<file path="config.mk">
export PLATFORM = sky130hd
export DESIGN_NAME = decode
export DESIGN_NICKNAME = d
export VERILOG_FILES = /design/src/rtl/decode_pkg.sv /design/src/rtl/opcode_table.sv /design/src/rtl/ea_select.sv /design/src/rtl/decode.sv
export VERILOG_INCLUDE_DIRS = /design/src /design/src/rtl
export SDC_FILE = /design/constraint.sdc
export NUM_CORES = 1
export LEC_CHECK = 0
export ABC_AREA = 1
export ABC_CLOCK_PERIOD_IN_PS = 1100
export BUFFER_PORTS_ARGS = -buffer_cell sky130_fd_sc_hd__buf_2
export CAP_MARGIN = 30
export CORE_UTILIZATION = 45
export DETAILED_ROUTE_END_ITERATION = 12
export GPL_TIMING_DRIVEN = 0
export PLACE_DENSITY = 0.83
export SLEW_MARGIN = 20
export SYNTH_ARGS = -nofsm -noshare
export SYNTH_HDL_FRONTEND = slang
export SYNTH_HIERARCHICAL = 1
export SYNTH_SLANG_ARGS = --single-unit
</file>
<file path="constraint.sdc">
create_clock -name vclk -period 1.1
set_clock_uncertainty 0.05 [all_clocks]
set_input_delay 0.22 -clock vclk [all_inputs]
set_output_delay 0.22 -clock vclk [all_outputs]
set_load 0.02 [all_outputs]
</file>
<file path="src/rtl/decode_defines.svh">
// Width and register code macros for the instruction decoder, included by the package and RTL
`ifndef DECODE_DEFINES_SVH
`define DECODE_DEFINES_SVH

// Field widths
`define DEC_OPCODE_W 8
`define DEC_REG_W    4
`define DEC_SEG_W    2

// General register ids used in address calculation
`define DEC_REG_BX   4'd3
`define DEC_REG_BP   4'd5
`define DEC_REG_SI   4'd6
`define DEC_REG_DI   4'd7

// High bit set means the register takes no part in the address
`define DEC_REG_NONE 4'd12

// Segment register ids
`define DEC_SEG_SS   2'd2
`define DEC_SEG_DS   2'd3

// With mod 00 this rm value is a plain 16-bit address, no base or index
`define DEC_RM_DIRECT 3'd6

`endif

</file>
<file path="src/rtl/decode_pkg.sv">
// Shared types of the instruction decoder, imported by the RTL modules and the checker
`include "decode_defines.svh"

package decode_pkg;

    typedef logic [`DEC_OPCODE_W-1:0] opcode_t;   // First instruction byte
    typedef logic [`DEC_REG_W-1:0]    reg_id_t;   // Bank bit, then 3-bit register
    typedef logic [`DEC_SEG_W-1:0]    seg_id_t;

    // Second instruction byte
    typedef struct packed {
        logic [1:0] mod;                          // Addressing form
        logic [2:0] regf;                         // Register or opcode extension
        logic [2:0] rm;                           // Register or memory operand
    } modrm_t;

    // Opcode table result
    typedef struct packed {
        logic    need_modrm;
        logic    need_disp;                       // Already merged with the address form
        logic    need_imm;
        logic    imm_size;                        // 0 for 8 bit, 1 for 16 bit
        logic    byte_word;                       // W field
        reg_id_t src;
        reg_id_t dst;
    } op_info_t;

    // Effective address selection
    typedef struct packed {
        reg_id_t base;
        reg_id_t index;
        seg_id_t seg;
        logic    disp_mod;                        // Address form carries a displacement
        logic    disp_wide;                       // Displacement is 16 bit
    } ea_info_t;

    // Full decoder output
    typedef struct packed {
        logic    need_modrm;
        logic    need_disp;
        logic    disp_size;                       // 0 for 8 bit, 1 for 16 bit
        logic    need_imm;
        logic    imm_size;
        logic    byte_word;
        reg_id_t src;
        reg_id_t dst;
        reg_id_t base;
        reg_id_t index;
        seg_id_t seg;
    } decode_out_t;

endpackage

</file>
<file path="src/rtl/opcode_table.sv">
// Opcode row table giving operand needs, immediate size, W field and register ids for the decode top level
module opcode_table
(
    input  decode_pkg::opcode_t  opcode,
    input  decode_pkg::modrm_t   modrm,
    input  logic                 disp_mod,
    output decode_pkg::op_info_t info
);
    import decode_pkg::*;

    reg_id_t dir_dst;                             // Destination after the D bit
    reg_id_t dir_src;                             // Source after the D bit
    reg_id_t rm_id;

    // D bit set means the reg field is the destination
    assign dir_dst = opcode[1] ? {1'b0, modrm.regf} : {1'b0, modrm.rm};
    assign dir_src = opcode[1] ? {1'b0, modrm.rm} : {1'b0, modrm.regf};

    assign rm_id = {1'b0, modrm.rm};

    always_comb
    begin
        info.need_modrm = 1'b0;
        info.need_disp  = 1'b0;
        info.need_imm   = 1'b0;
        info.imm_size   = 1'b0;
        info.src        = '0;
        info.dst        = '0;

        // MOV R IMM and the MOV/LEA block keep W in bit 3
        if (opcode[7:4] == 4'b1011 || opcode[7:2] == 6'b1000_11)
            info.byte_word = opcode[3];
        else
            info.byte_word = opcode[0];

        priority casez (opcode)
            8'b00??_?0??:                         // ADD/OR/ADC/SBB/AND/SUB/XOR/CMP R/M R
            begin
                info.need_modrm = 1'b1;
                info.need_disp  = disp_mod;
                info.dst        = dir_dst;
                info.src        = dir_src;
            end

            8'b00??_?10?:                         // Same eight rows in ACC IMM form
            begin
                info.need_imm = 1'b1;
                info.imm_size = opcode[0];
            end

            8'b0111_????:                         // Jcc short label
            begin
                info.need_disp = 1'b1;            // 8-bit relative offset
            end

            8'b1000_00??:                         // Group 1 R/M IMM
            begin
                info.need_modrm = 1'b1;
                info.need_disp  = disp_mod;
                info.need_imm   = 1'b1;
                info.imm_size   = ~opcode[1] & opcode[0]; // Sign-extended form is 8 bit
                info.dst        = rm_id;
            end

            8'b1000_010?:                         // TEST R/M R
            begin
                info.need_modrm = 1'b1;
                info.need_disp  = disp_mod;
                info.dst        = dir_dst;
                info.src        = dir_src;
            end

            8'b1000_011?:                         // XCHG R/M R
            begin
                info.need_modrm = 1'b1;
                info.need_disp  = disp_mod;
                info.dst        = dir_dst;
                info.src        = dir_src;
            end

            8'b1000_10??:                         // MOV R/M R
            begin
                info.need_modrm = 1'b1;
                info.need_disp  = disp_mod;       // Register mode has no displacement
                info.dst        = dir_dst;
                info.src        = dir_src;
            end

            8'b1000_11?0:                         // MOV R/M sreg in either direction
            begin
                info.need_modrm = 1'b1;
                info.need_disp  = disp_mod;
                info.dst        = {opcode[1], dir_dst[2:0]};  // Into sreg when bit 1 set
                info.src        = {~opcode[1], dir_src[2:0]};
            end

            8'b1000_1101:                         // LEA
            begin
                info.need_modrm = 1'b1;
                info.need_disp  = disp_mod;
                info.dst        = dir_dst;
            end

            8'b1011_????:                         // MOV R IMM
            begin
                info.need_imm = 1'b1;
                info.imm_size = opcode[3];
                info.dst      = {1'b0, opcode[2:0]};
            end

            8'b1100_000?:                         // Shift/rotate by IMM8
            begin
                info.need_modrm = 1'b1;
                info.need_disp  = disp_mod;
                info.need_imm   = 1'b1;           // Count is always one byte
                info.dst        = rm_id;
                info.src        = rm_id;
            end

            8'b1100_011?:                         // MOV IMM to R/M
            begin
                info.need_modrm = 1'b1;
                info.need_disp  = disp_mod;
                info.need_imm   = 1'b1;
                info.imm_size   = opcode[0];
                info.dst        = rm_id;
            end

            8'b1101_00??:                         // Shift/rotate by 1 or CL
            begin
                info.need_modrm = 1'b1;
                info.need_disp  = disp_mod;
                info.dst        = rm_id;
                info.src        = rm_id;
            end

            default:
            begin
                // Rows not decoded here need nothing beyond the opcode byte
                info.need_modrm = 1'b0;
                info.need_disp  = 1'b0;
            end
        endcase
    end

endmodule

</file>
<file path="src/rtl/ea_select.sv">
// Effective address register selection and displacement size from the ModR/M fields
`include "decode_defines.svh"

module ea_select
(
    input  decode_pkg::opcode_t  opcode,
    input  logic [1:0]           mod,
    input  logic [2:0]           rm,
    output decode_pkg::ea_info_t ea
);
    import decode_pkg::*;

    reg_id_t base_sel;
    reg_id_t index_sel;
    seg_id_t seg_sel;
    logic    direct;                              // Plain 16-bit address
    logic    wide_form;
    logic    wide_override;                       // Opcode forces a word displacement

    assign direct = (mod == 2'b00) && (rm == `DEC_RM_DIRECT);

    always_comb
    begin
        base_sel  = `DEC_REG_NONE;
        index_sel = `DEC_REG_NONE;
        seg_sel   = `DEC_SEG_DS;
        case (rm)
            3'd0:
            begin
                base_sel  = `DEC_REG_BX;
                index_sel = `DEC_REG_SI;
            end
            3'd1:
            begin
                base_sel  = `DEC_REG_BX;
                index_sel = `DEC_REG_DI;
            end
            3'd2:
            begin
                base_sel  = `DEC_REG_BP;
                index_sel = `DEC_REG_SI;
                seg_sel   = `DEC_SEG_SS;          // BP based forms use the stack segment
            end
            3'd3:
            begin
                base_sel  = `DEC_REG_BP;
                index_sel = `DEC_REG_DI;
                seg_sel   = `DEC_SEG_SS;
            end
            3'd4: index_sel = `DEC_REG_SI;
            3'd5: index_sel = `DEC_REG_DI;
            3'd6:
            begin
                if (!direct)
                begin
                    base_sel = `DEC_REG_BP;
                    seg_sel  = `DEC_SEG_SS;
                end
            end
            default: base_sel = `DEC_REG_BX;      // rm 7
        endcase
    end

    assign wide_form     = (mod == 2'b10) || direct;
    assign wide_override = opcode[7] & (opcode[5] | opcode[4]) & ~(opcode[6] & opcode[4]);

    assign ea = '{
        base:      base_sel,
        index:     index_sel,
        seg:       seg_sel,
        disp_mod:  (mod == 2'b01) || (mod == 2'b10) || direct,
        disp_wide: wide_form | wide_override
    };

endmodule

</file>
<file path="src/rtl/decode.sv">
// Top level of the first-stage instruction decoder, joining the opcode table and address selection
module decode
(
    input  decode_pkg::opcode_t     opcode,
    input  decode_pkg::modrm_t      modrm,
    output decode_pkg::decode_out_t result
);
    import decode_pkg::*;

    op_info_t op;
    ea_info_t ea;

    ea_select u_ea_select
    (
        .opcode (opcode),
        .mod    (modrm.mod),
        .rm     (modrm.rm),
        .ea     (ea)
    );

    opcode_table u_opcode_table
    (
        .opcode   (opcode),
        .modrm    (modrm),
        .disp_mod (ea.disp_mod),                  // Address form decides the displacement
        .info     (op)
    );

    always_comb
    begin
        result.need_modrm = op.need_modrm;
        result.need_disp  = op.need_disp;
        result.disp_size  = ea.disp_wide;
        result.need_imm   = op.need_imm;
        result.imm_size   = op.imm_size;
        result.byte_word  = op.byte_word;
        result.src        = op.src;
        result.dst        = op.dst;
        result.base       = ea.base;              // High bit set when unused
        result.index      = ea.index;
        result.seg        = ea.seg;
    end

endmodule

</file>
==> summary.txt, run 1 <==
Last stage the flow got to -> 4_1_cts
DP Cell Count -> 177
Synth Instances -> 125
Sequential cell area fraction in the yosys report -> 0
Routability cong. -> 0.744
Error -> [ERROR DPL-0038] Utilization greater than 100%, impossible to legalize
Post-CTS Setup Bufs -> 4
Number of buffers added on ports -> 37
Yosys warns -> 6
Post-DP HPWL -> 1410 um
Chip width -> 38.9 um
Initial Util -> 0.516
Die Ht -> 38.9 um
FP Rows -> 12
Syn Area/Cell -> 4.89 um^2
Hold Buf Count CTS -> 0
Yosys cell types -> 20
Mapped Area -> 612 um^2
Resized cells post-CTS -> 86
Status -> stopped before the end
Io pins -> 40
Placement Cell Area -> 900 um^2
## cell usage after synthesis
| cell | n | area (um^2) |
|---|---|---|
| nand2_1 | 32 | 120 |
| inv_1 | 19 | 71.3 |
| nand3_1 | 13 | 65.1 |
| inv_2 | 9 | 33.8 |
| nand2_2 | 9 | 56.3 |
| nor2_1 | 9 | 33.8 |
| nor2_2 | 7 | 43.8 |
| o21ai_0 | 7 | 35.0 |
| buf_4 | 3 | 22.5 |
| nand3_2 | 3 | 30.0 |
| o22ai_1 | 3 | 18.8 |
| ha_1 | 2 | 25.0 |
| nand4_1 | 2 | 12.5 |
| a21boi_0 | 1 | 7.51 |
| a21oi_1 | 1 | 5.00 |
| clkbuf_1 | 1 | 3.75 |
| conb_1 | 1 | 3.75 |
| mux2i_1 | 1 | 10.0 |
| nor3_1 | 1 | 5.00 |
| o21ai_2 | 1 | 8.76 |
## metrics by stage
stage          utilization  TNS (ns)  setup slack [ns]  hold WS (ns)
2_1_floorplan            -    -0.830            -0.134         0.474
3_3_place_gp         0.758     -4.91            -0.386         0.747
3_5_place_dp         0.758     -5.29            -0.403         0.750
## kinds of logic after synthesis
kind of cell | Yosys count | share of synthesized area
AND/OR/NAND/NOR | 76 | 0.599
AO/OA/AOI/OAI | 13 | 0.123
buffers and inverters | 32 | 0.215
multiplexers | 1 | 0.0164
other | 1 | 0.00613
adder cells (fa/ha/maj) | 2 | 0.0409
==> run 2: changes to the inputs <==
CORE_AREA = 2 2 63 65   (was default)
CORE_UTILIZATION = default   (was 45)
DIE_AREA = 0 0 65 67   (was default)
PLACE_DENSITY = default   (was 0.83)
PLACE_DENSITY_LB_ADDON = 0.15   (was default)
==> run 2 against run 1 <==
  * The flow now finishes, with violations (setup timing)
  * Synthesized cell count stayed put
  * Area after synthesis did not move
==> summary.txt, run 2 <==
Status -> finished, violations left
Failing checks -> setup timing
First-pass GRT wire length -> 4040 um
Multi-input logic area -> 734 um^2
WL/cell -> 10.7 um
Chip width -> 65 um
Worst setup startpoint -> opcode[3]
Unrepaired setup endpoints after global routing -> yes
Core Box Area -> 3610 um^2
Syn Area/Cell -> 4.89 um^2
Synth Instances -> 125
Area Growth Syn to Fin -> 125%
Max Cap Viol -> 0
Synth area leaders -> nand2_1 20%, inv_1 12%, nand3_1 11%
DR vias -> 902
DRC -> 0
Grt ovf -> 0
Final worst slack -> -0.273 ns
Share of cells above drive strength 1 -> 0.706
Slew Limit Fails -> 0
Leak -> 0.725 nW
Slowest stage delay, CP -> 0.16 ns
Total Wirelength -> 2330 um
Die area -> 4360 um^2
Worst Path Max Fanout -> 4
Final period util -> 1.25
Vias in the first global route -> 923
Via density -> 4.14
Cell with the most instances after synthesis -> nand2_1
Most frequent cells in the layout -> 22 x nand2_1, 16 x buf_6, 15 x buf_4
Min-Delay Path Class -> in -> out
CP Data Required Time -> 0.83 ns
Antenna violations before repair -> 0
Final hold slack -> 0.722 ns
Setup violations, final -> 17
Crit path to -> result[15]
Worst VDD drop -> 0.169 mV
Worst path bufs/invs -> 2
DR pass1 iterations -> 2
Mapped Area -> 612 um^2
Routed Antenna Nets -> 0
Final Hold Violating Endpoints -> 0
Cell Chain, Critical Path -> buf_8 -> nor2_4 -> nor2_2 -> nand2_2 -> nand2_4 -> nor2_4 -> o22ai_2 -> buf_6
Endpoint class of the critical path -> output port
Levels on crit path -> 8
Area leader, netlist -> nand2_1
Post-DP HPWL -> 1780 um
Die Ht -> 67 um
Yosys warns -> 6
Crit Path Class -> in -> out
Fmax -> 728 MHz
PD cells -> 377 nW/um^2
Number of buffers added on ports -> 37
Total area of sequential cells -> 0 um^2
Most frequent cell on the critical path -> nor2_4
Period minus WS final -> 1.37 ns
Io pins -> 40
Post-layout nets -> 190
Worst setup SP type -> input port
Crit path max-delay family -> simple AND/OR/NAND/NOR gates
Hold Buf Count CTS -> 0
Total negative slack -> -3.28 ns
Arrival @ worst endpoint -> 1.10 ns
Largest net degree at the start of global routing -> 11
Yosys cell types -> 20
Routability cong. -> 0.863
Initial DRC count -> 18
Most common cell after layout, fill and taps aside -> nand2_1
Gr usage total -> 0.111
Clkbuf count -> 0
Filler cells -> 388
Slowest CP cell -> nor2_4
Initial Util -> 0.170
Sequential cell area fraction in the yosys report -> 0
Synth cell count leaders -> 32 x nand2_1, 19 x inv_1, 13 x nand3_1
Seq Cell Count -> 0
Diode count -> 0
Synth top area share -> 0.196
FP Rows -> 22
## run 2: cell counts after synthesis
Identical to the previous run, type by type.
## run 2: repair_timing
| action | in CTS | in global routing |
|---|---|---|
| gates resized for setup | 96 | 20 |
| buffers inserted | 5 | 3 |
| pin swaps | 25 | 11 |
| setup endpoints to repair | 19 | 19 |
## run 2: metal layers
metal	part of all wire	wire length, um	global-route usage	vias to the layer above
met5	0	0	0	-
met4	0	0	0	0
met3	0.051	120	0.00845	0
met2	0.50	1180	0.206	26
met1	0.44	1040	0.148	402
li1	-	-	-	474
## run 2: final cells by class
| class | instances | area share |
|---|---|---|
| buffer | 4 | 0.0254 |
| timing repair buffer | 44 | 0.303 |
| tap | 48 | 0.0436 |
| inverter | 28 | 0.0945 |
| multi-input combinational | 94 | 0.533 |
## run 2: metrics by stage
step	utilization	power, mW	cells	setup WS [ns]	cell area [um^2]
after floorplan	-	0.234	126	-0.134	697
after global placement	0.261	0.358	211	-0.415	942
after detailed placement	0.261	0.362	211	-0.450	942
after CTS	0.361	0.499	216	-0.293	1300
after global routing	0.382	0.565	218	-0.337	1380
final	0.382	0.519	218	-0.273	1380
## run 2: logic make-up (layout without fill, tap and decap cells)
| family | Yosys count | count (layout) | synth area share |
|---|---|---|---|
| simple gates | 76 | 76 | 0.599 |
| buf+inv | 32 | 76 | 0.215 |
| compound gates | 13 | 13 | 0.123 |
| fa+ha+maj | 2 | 2 | 0.0409 |
| other cells | 1 | 2 | 0.00613 |
| mux | 1 | 1 | 0.0164 |
## run 2: how the worst min path moves through the flow
stage               depth (start not counted)  slack, ns   endpoint  startpoint
global placement                            3       0.75  result[3]    modrm[1]
finish                                      3       0.72  result[3]    modrm[1]
detailed placement                          3       0.75  result[3]    modrm[1]
floorplan                                   1       0.47  result[3]    modrm[2]
CTS                                         3       0.72  result[3]    modrm[1]
global route                                3       0.74  result[3]    modrm[1]
## run 2: worst min-delay path: cells and delay by family
family	cells	cell delay [ns]
simple gates	1	0.06
buf+inv	2	0.27
## run 2: power by group
part           switching, mW  internal, mW
clock                      0             0
sequential                 0             0
combinational          0.290         0.229
No activity file was read; power rests on OpenSTA's default activity.
==> run 3: changes to the inputs <==
SYNTH_HIERARCHICAL = default   (was 1)
==> run 3 against run 2 <==
  * The run still ends with setup timing left
  * Sequential share of layout area is the same
  * Flip-flop and latch count unchanged
  * First-iteration DRC count fell by 61%
  * Final cell count grew 9.2%
  * Via count increased by 19%
  * Critical path depth unchanged
  * Power up 27%
  * Routed wire length increased by 29%
  * Core utilization is 9.4 points higher
  * Die area unchanged
  * Synthesized cell count grew 8.0%
  * Largest power group unchanged
==> summary.txt, run 3 <==
Syn Area/Cell -> 4.60 um^2
Worst Path Max Fanout -> 5
Sequential share of power -> 0
Arrival @ worst endpoint -> 1.21 ns
Final period util -> 1.35
Largest net degree at the start of global routing -> 11
Min-Delay Path Class -> in -> out
Hold Buf Count CTS -> 0
Leak -> 0.799 nW
Synth Instances -> 135
Via density -> 4.52
Yosys warns -> 0
Multi-input logic area -> 887 um^2
Total area of sequential cells -> 0 um^2
Met2 GRT Util -> 0.267
Post-DP HPWL -> 2010 um
Int Power -> 306 uW
Status -> finished, violations left
Routability cong. -> 0.861
Vias in the first global route -> 1067
Worst setup SP type -> input port
DRC -> 0
FP Rows -> 22
Diode count -> 0
Grt ovf -> 0
Final worst slack -> -0.383 ns
Cell with the most instances after synthesis -> nand2_1
CP Data Required Time -> 0.83 ns
Total Wirelength -> 3010 um
Most common cell after layout, fill and taps aside -> nand2_2
Synth cell count leaders -> 43 x nand2_1, 25 x nor2_1, 17 x inv_1
Initial DRC count -> 7
Filler cells -> 356
Switching portion of total power -> 0.534
Clk pwr share -> 0
Clkbuf count -> 0
NetSw -> 351 uW
Min-delay src -> modrm[2]
Number of buffers added on ports -> 37
Worst hold path depth -> 3
Endpoint class of the critical path -> output port
Chip width -> 65 um
Antenna violations before repair -> 0
WL/cell -> 12.7 um
Max Cap Viol -> 0
Synth area leaders -> nand2_1 26%, nor2_1 15%, inv_1 10%
Final Hold Violating Endpoints -> 0
GR Util met1 -> 0.151
Die area -> 4360 um^2
Area Growth Syn to Fin -> 177%
Worst VDD drop -> 0.163 mV
DR vias -> 1075
Slew Limit Fails -> 0
Worst-case hold path end point -> result[3]
Final std cell area, no fill -> 1720 um^2
Io pins -> 40
Final hold slack -> 0.677 ns
Placement Cell Area -> 951 um^2
DR pass1 iterations -> 2
Seq Cell Count -> 0
Most frequent cells in the layout -> 24 x nand2_2, 23 x buf_6, 18 x buf_4
Met3 GRT Util -> 0.0101
Crit Path Class -> in -> out
Setup violations, final -> 17
Design Power -> 657 uW
Die Ht -> 67 um
Routed Antenna Nets -> 0
Yosys cell types -> 22
Core Box Area -> 3610 um^2
Area leader, netlist -> nand2_1
Gr usage total -> 0.130
Sequential cell area fraction in the yosys report -> 0
Mapped Area -> 621 um^2
Most used routing layer in global routing -> met2
Fmax -> 674 MHz
Share of cells above drive strength 1 -> 0.805
PD cells -> 383 nW/um^2
Period minus WS final -> 1.48 ns
Initial Util -> 0.172
Combinational share of power -> 1.000
Failing checks -> setup timing
Unrepaired setup endpoints after global routing -> yes
Post-layout nets -> 210
First-pass GRT wire length -> 4630 um
Synth top area share -> 0.260
Total negative slack -> -4.39 ns
==> run 3: critical path, stage by stage <==
cell      delay [ns]
buf_12          0.11
clkinv_8        0.06
nand3_1         0.14
a21boi_4        0.23
nand3_2         0.15
nand2_2         0.09
nand2_2         0.06
buf_6           0.13
==> run 3: per-layer routing <==
metal	share of wire	up-vias	wire length, um
li1	-	533	-
met4	0.0083	0	25
met5	0	-	0
met1	0.39	513	1170
met2	0.57	27	1710
met3	0.037	2	111
==> run 3: per-stage QoR <==
step	cells	setup WS, ns	utilization
after floorplan	136	-0.205	-
after global placement	221	-0.532	0.264
after detailed placement	221	-0.547	0.264
after CTS	236	-0.301	0.437
after global routing	238	-0.395	0.476
final	238	-0.383	0.476
==> run 3: cell type report <==
class                           instances  share of cell area
Multi-Input combinational cell        112               0.517
Timing Repair Buffer                   54               0.346
Inverter                               20              0.0816
Buffer                                  4              0.0204
Tap cell                               48              0.0350
==> run 3: worst max-delay path by stage <==
| stage | from | to |
|---|---|---|
| 2_1_floorplan | opcode[2] | result[22] |
| 3_3_place_gp | opcode[6] | result[12] |
| 3_5_place_dp | opcode[6] | result[10] |
| 4_1_cts | opcode[7] | result[11] |
| 5_1_grt | opcode[7] | result[10] |
| 6_report | opcode[7] | result[12] |
==> run 3: what timing repair did <==
item | 4_1_cts | 5_1_grt
setup buffers | 15 | 3
setup endpoints to repair | 19 | 20
endpoints found under the hold margin | 0 | 0
pin swaps | 36 | 14
resized for setup | 155 | 37
==> run 3: kinds of logic (layout without fill, tap and decap cells) <==
family / after synthesis / count (layout) / synth area share
AND/OR/NAND/NOR: 94 / 94 / 0.657
buffers and inverters: 24 / 78 / 0.169
AO/OA/AOI/OAI: 14 / 14 / 0.127
adder cells (fa/ha/maj): 2 / 2 / 0.0403
other: 1 / 2 / 0.00604
==> run 3: power by group through the flow <==
stage	sequential (mW)	combinational, mW	clock [mW]
2_1_floorplan	0	0.238	0
3_3_place_gp	0	0.364	0
3_5_place_dp	0	0.364	0
4_1_cts	0	0.601	0
5_1_grt	0	0.695	0
6_report	0	0.657	0
==> run 4: changes to the inputs <==
==> constraint.sdc (replaced) <==
create_clock -name vclk -period 1.1
set_clock_uncertainty 0.05 [all_clocks]
set_input_delay 0.055 -clock vclk [all_inputs]
set_output_delay 0.055 -clock vclk [all_outputs]
set_load 0.02 [all_outputs]
==> run 4 against run 3 <==
  * Core utilization decreased by 11 points
  * Non-clock buffer count decreased by 9
  * Sequential share of layout area unchanged
  * Routed wire length decreased by 17%
  * Via count decreased by 7.3%
  * Highest routed layer unchanged
  * The flow now finishes without violations
==> summary.txt, run 4 (synthesized netlist as in run 3, its figures left out) <==
Status -> finished, final reports clean
DR vias -> 996
Io pins -> 40
Largest net degree at the start of global routing -> 11
Worst setup SP type -> input port
Endpoint class of the critical path -> output port
Share of cells above drive strength 1 -> 0.641
Vias in the first global route -> 865
Period minus WS final -> 1.08 ns
Initial Util -> 0.172
Antenna violations before repair -> 0
Fin cells -> 229
DP Cell Count -> 221
CP Data Required Time -> 1.00 ns
DR pass1 iterations -> 4
First-pass GRT wire length -> 3840 um
Gr usage total -> 0.108
Initial DRC count -> 26
Post-layout nets -> 201
NetSw -> 291 uW
Worst Path Max Fanout -> 5
Multi-input logic area -> 766 um^2
Number of buffers added on ports -> 37
Setup violations, final -> 0
Worst VDD drop -> 0.130 mV
Slew Limit Fails -> 0
WL/cell -> 10.9 um
Post-DP HPWL -> 1950 um
Via density -> 4.35
Sequential share of power -> 0
Routed Antenna Nets -> 0
Final period util -> 0.985
Chip width -> 65 um
Design Power -> 487 uW
Min-Delay Path Class -> in -> out
Int Power -> 195 uW
Switching portion of total power -> 0.599
Seq Cell Count -> 0
Diode count -> 0
Area Growth Syn to Fin -> 111%
Clkbuf count -> 0
Combinational share of power -> 1.000
Total Wirelength -> 2500 um
Most frequent cells in the layout -> 22 x nand2_1, 20 x buf_2, 18 x nand2_2
DRC -> 0
Fmax -> 923 MHz
Total area of sequential cells -> 0 um^2
Filler cells -> 389
Unrepaired setup endpoints after global routing -> yes
Crit Path Class -> in -> out
FP Rows -> 22
Most common cell after layout, fill and taps aside -> nand2_1
Grt ovf -> 0
Core Box Area -> 3610 um^2
Clk pwr share -> 0
Max Cap Viol -> 0
Die Ht -> 67 um
Final Hold Violating Endpoints -> 0
Routability cong. -> 0.792
Arrival @ worst endpoint -> 0.98 ns
PD cells -> 372 nW/um^2
Die area -> 4360 um^2
Hold Buf Count CTS -> 0
Leak -> 0.662 nW
-- run 4: timing repair --
item	4_1_cts	5_1_grt
cloned	0	0
endpoints found under the setup margin	11	12
buffers inserted	6	2
hold endpoints to repair	0	0
resized for setup	68	52
pin swaps	20	26
-- run 4: per-layer routing --
layer | routed length [um] | vias up | track usage
met4 | 20 | 0 | 0
met1 | 1050 | 446 | 0.141
met2 | 1370 | 24 | 0.209
met5 | 0 | - | 0
met3 | 62 | 2 | 0
li1 | - | 524 | -
-- run 4: metrics by stage --
step	hold slack (ns)	TNS (ns)	area, um^2	worst slack (ns)	utilization
floorplan	0.188	0	624	0.0409	-
global placement	0.420	-1.74	870	-0.241	0.241
detailed placement	0.424	-1.24	870	-0.199	0.241
CTS	0.434	-0.0191	1110	-0.0105	0.308
global route	0.457	-0.157	1310	-0.0568	0.363
finish	0.439	0	1310	0.0161	0.363
-- run 4: cell type report --
cell class         instances  share of cell area
repair buffers            45               0.262
well taps                 48              0.0459
plain buffers              4              0.0229
inverters                 20              0.0841
multi-input cells        112               0.585
-- run 4: final timing paths --
check | end | depth (start not counted) | startpoint
hold / removal | result[19] | 4 | opcode[0]
setup / recovery | result[10] | 10 | opcode[7]
-- run 4: power groups by stage --
| stage | Combinational [mW] | Clock (mW) | Sequential, mW |
|---|---|---|---|
| detailed placement | 0.331 | 0 | 0 |
| floorplan | 0.210 | 0 | 0 |
| global route | 0.523 | 0 | 0 |
| global placement | 0.337 | 0 | 0 |
| CTS | 0.421 | 0 | 0 |
| finish | 0.487 | 0 | 0 |
-- run 4: worst max-delay path, cell delays in order --
cell	delay (ns)
buf_12	0.13
inv_8	0.07
nor2_4	0.04
nand3_2	0.08
inv_2	0.05
nor2_4	0.13
nand2_4	0.07
a21oi_2	0.13
nand2_1	0.08
buf_6	0.13
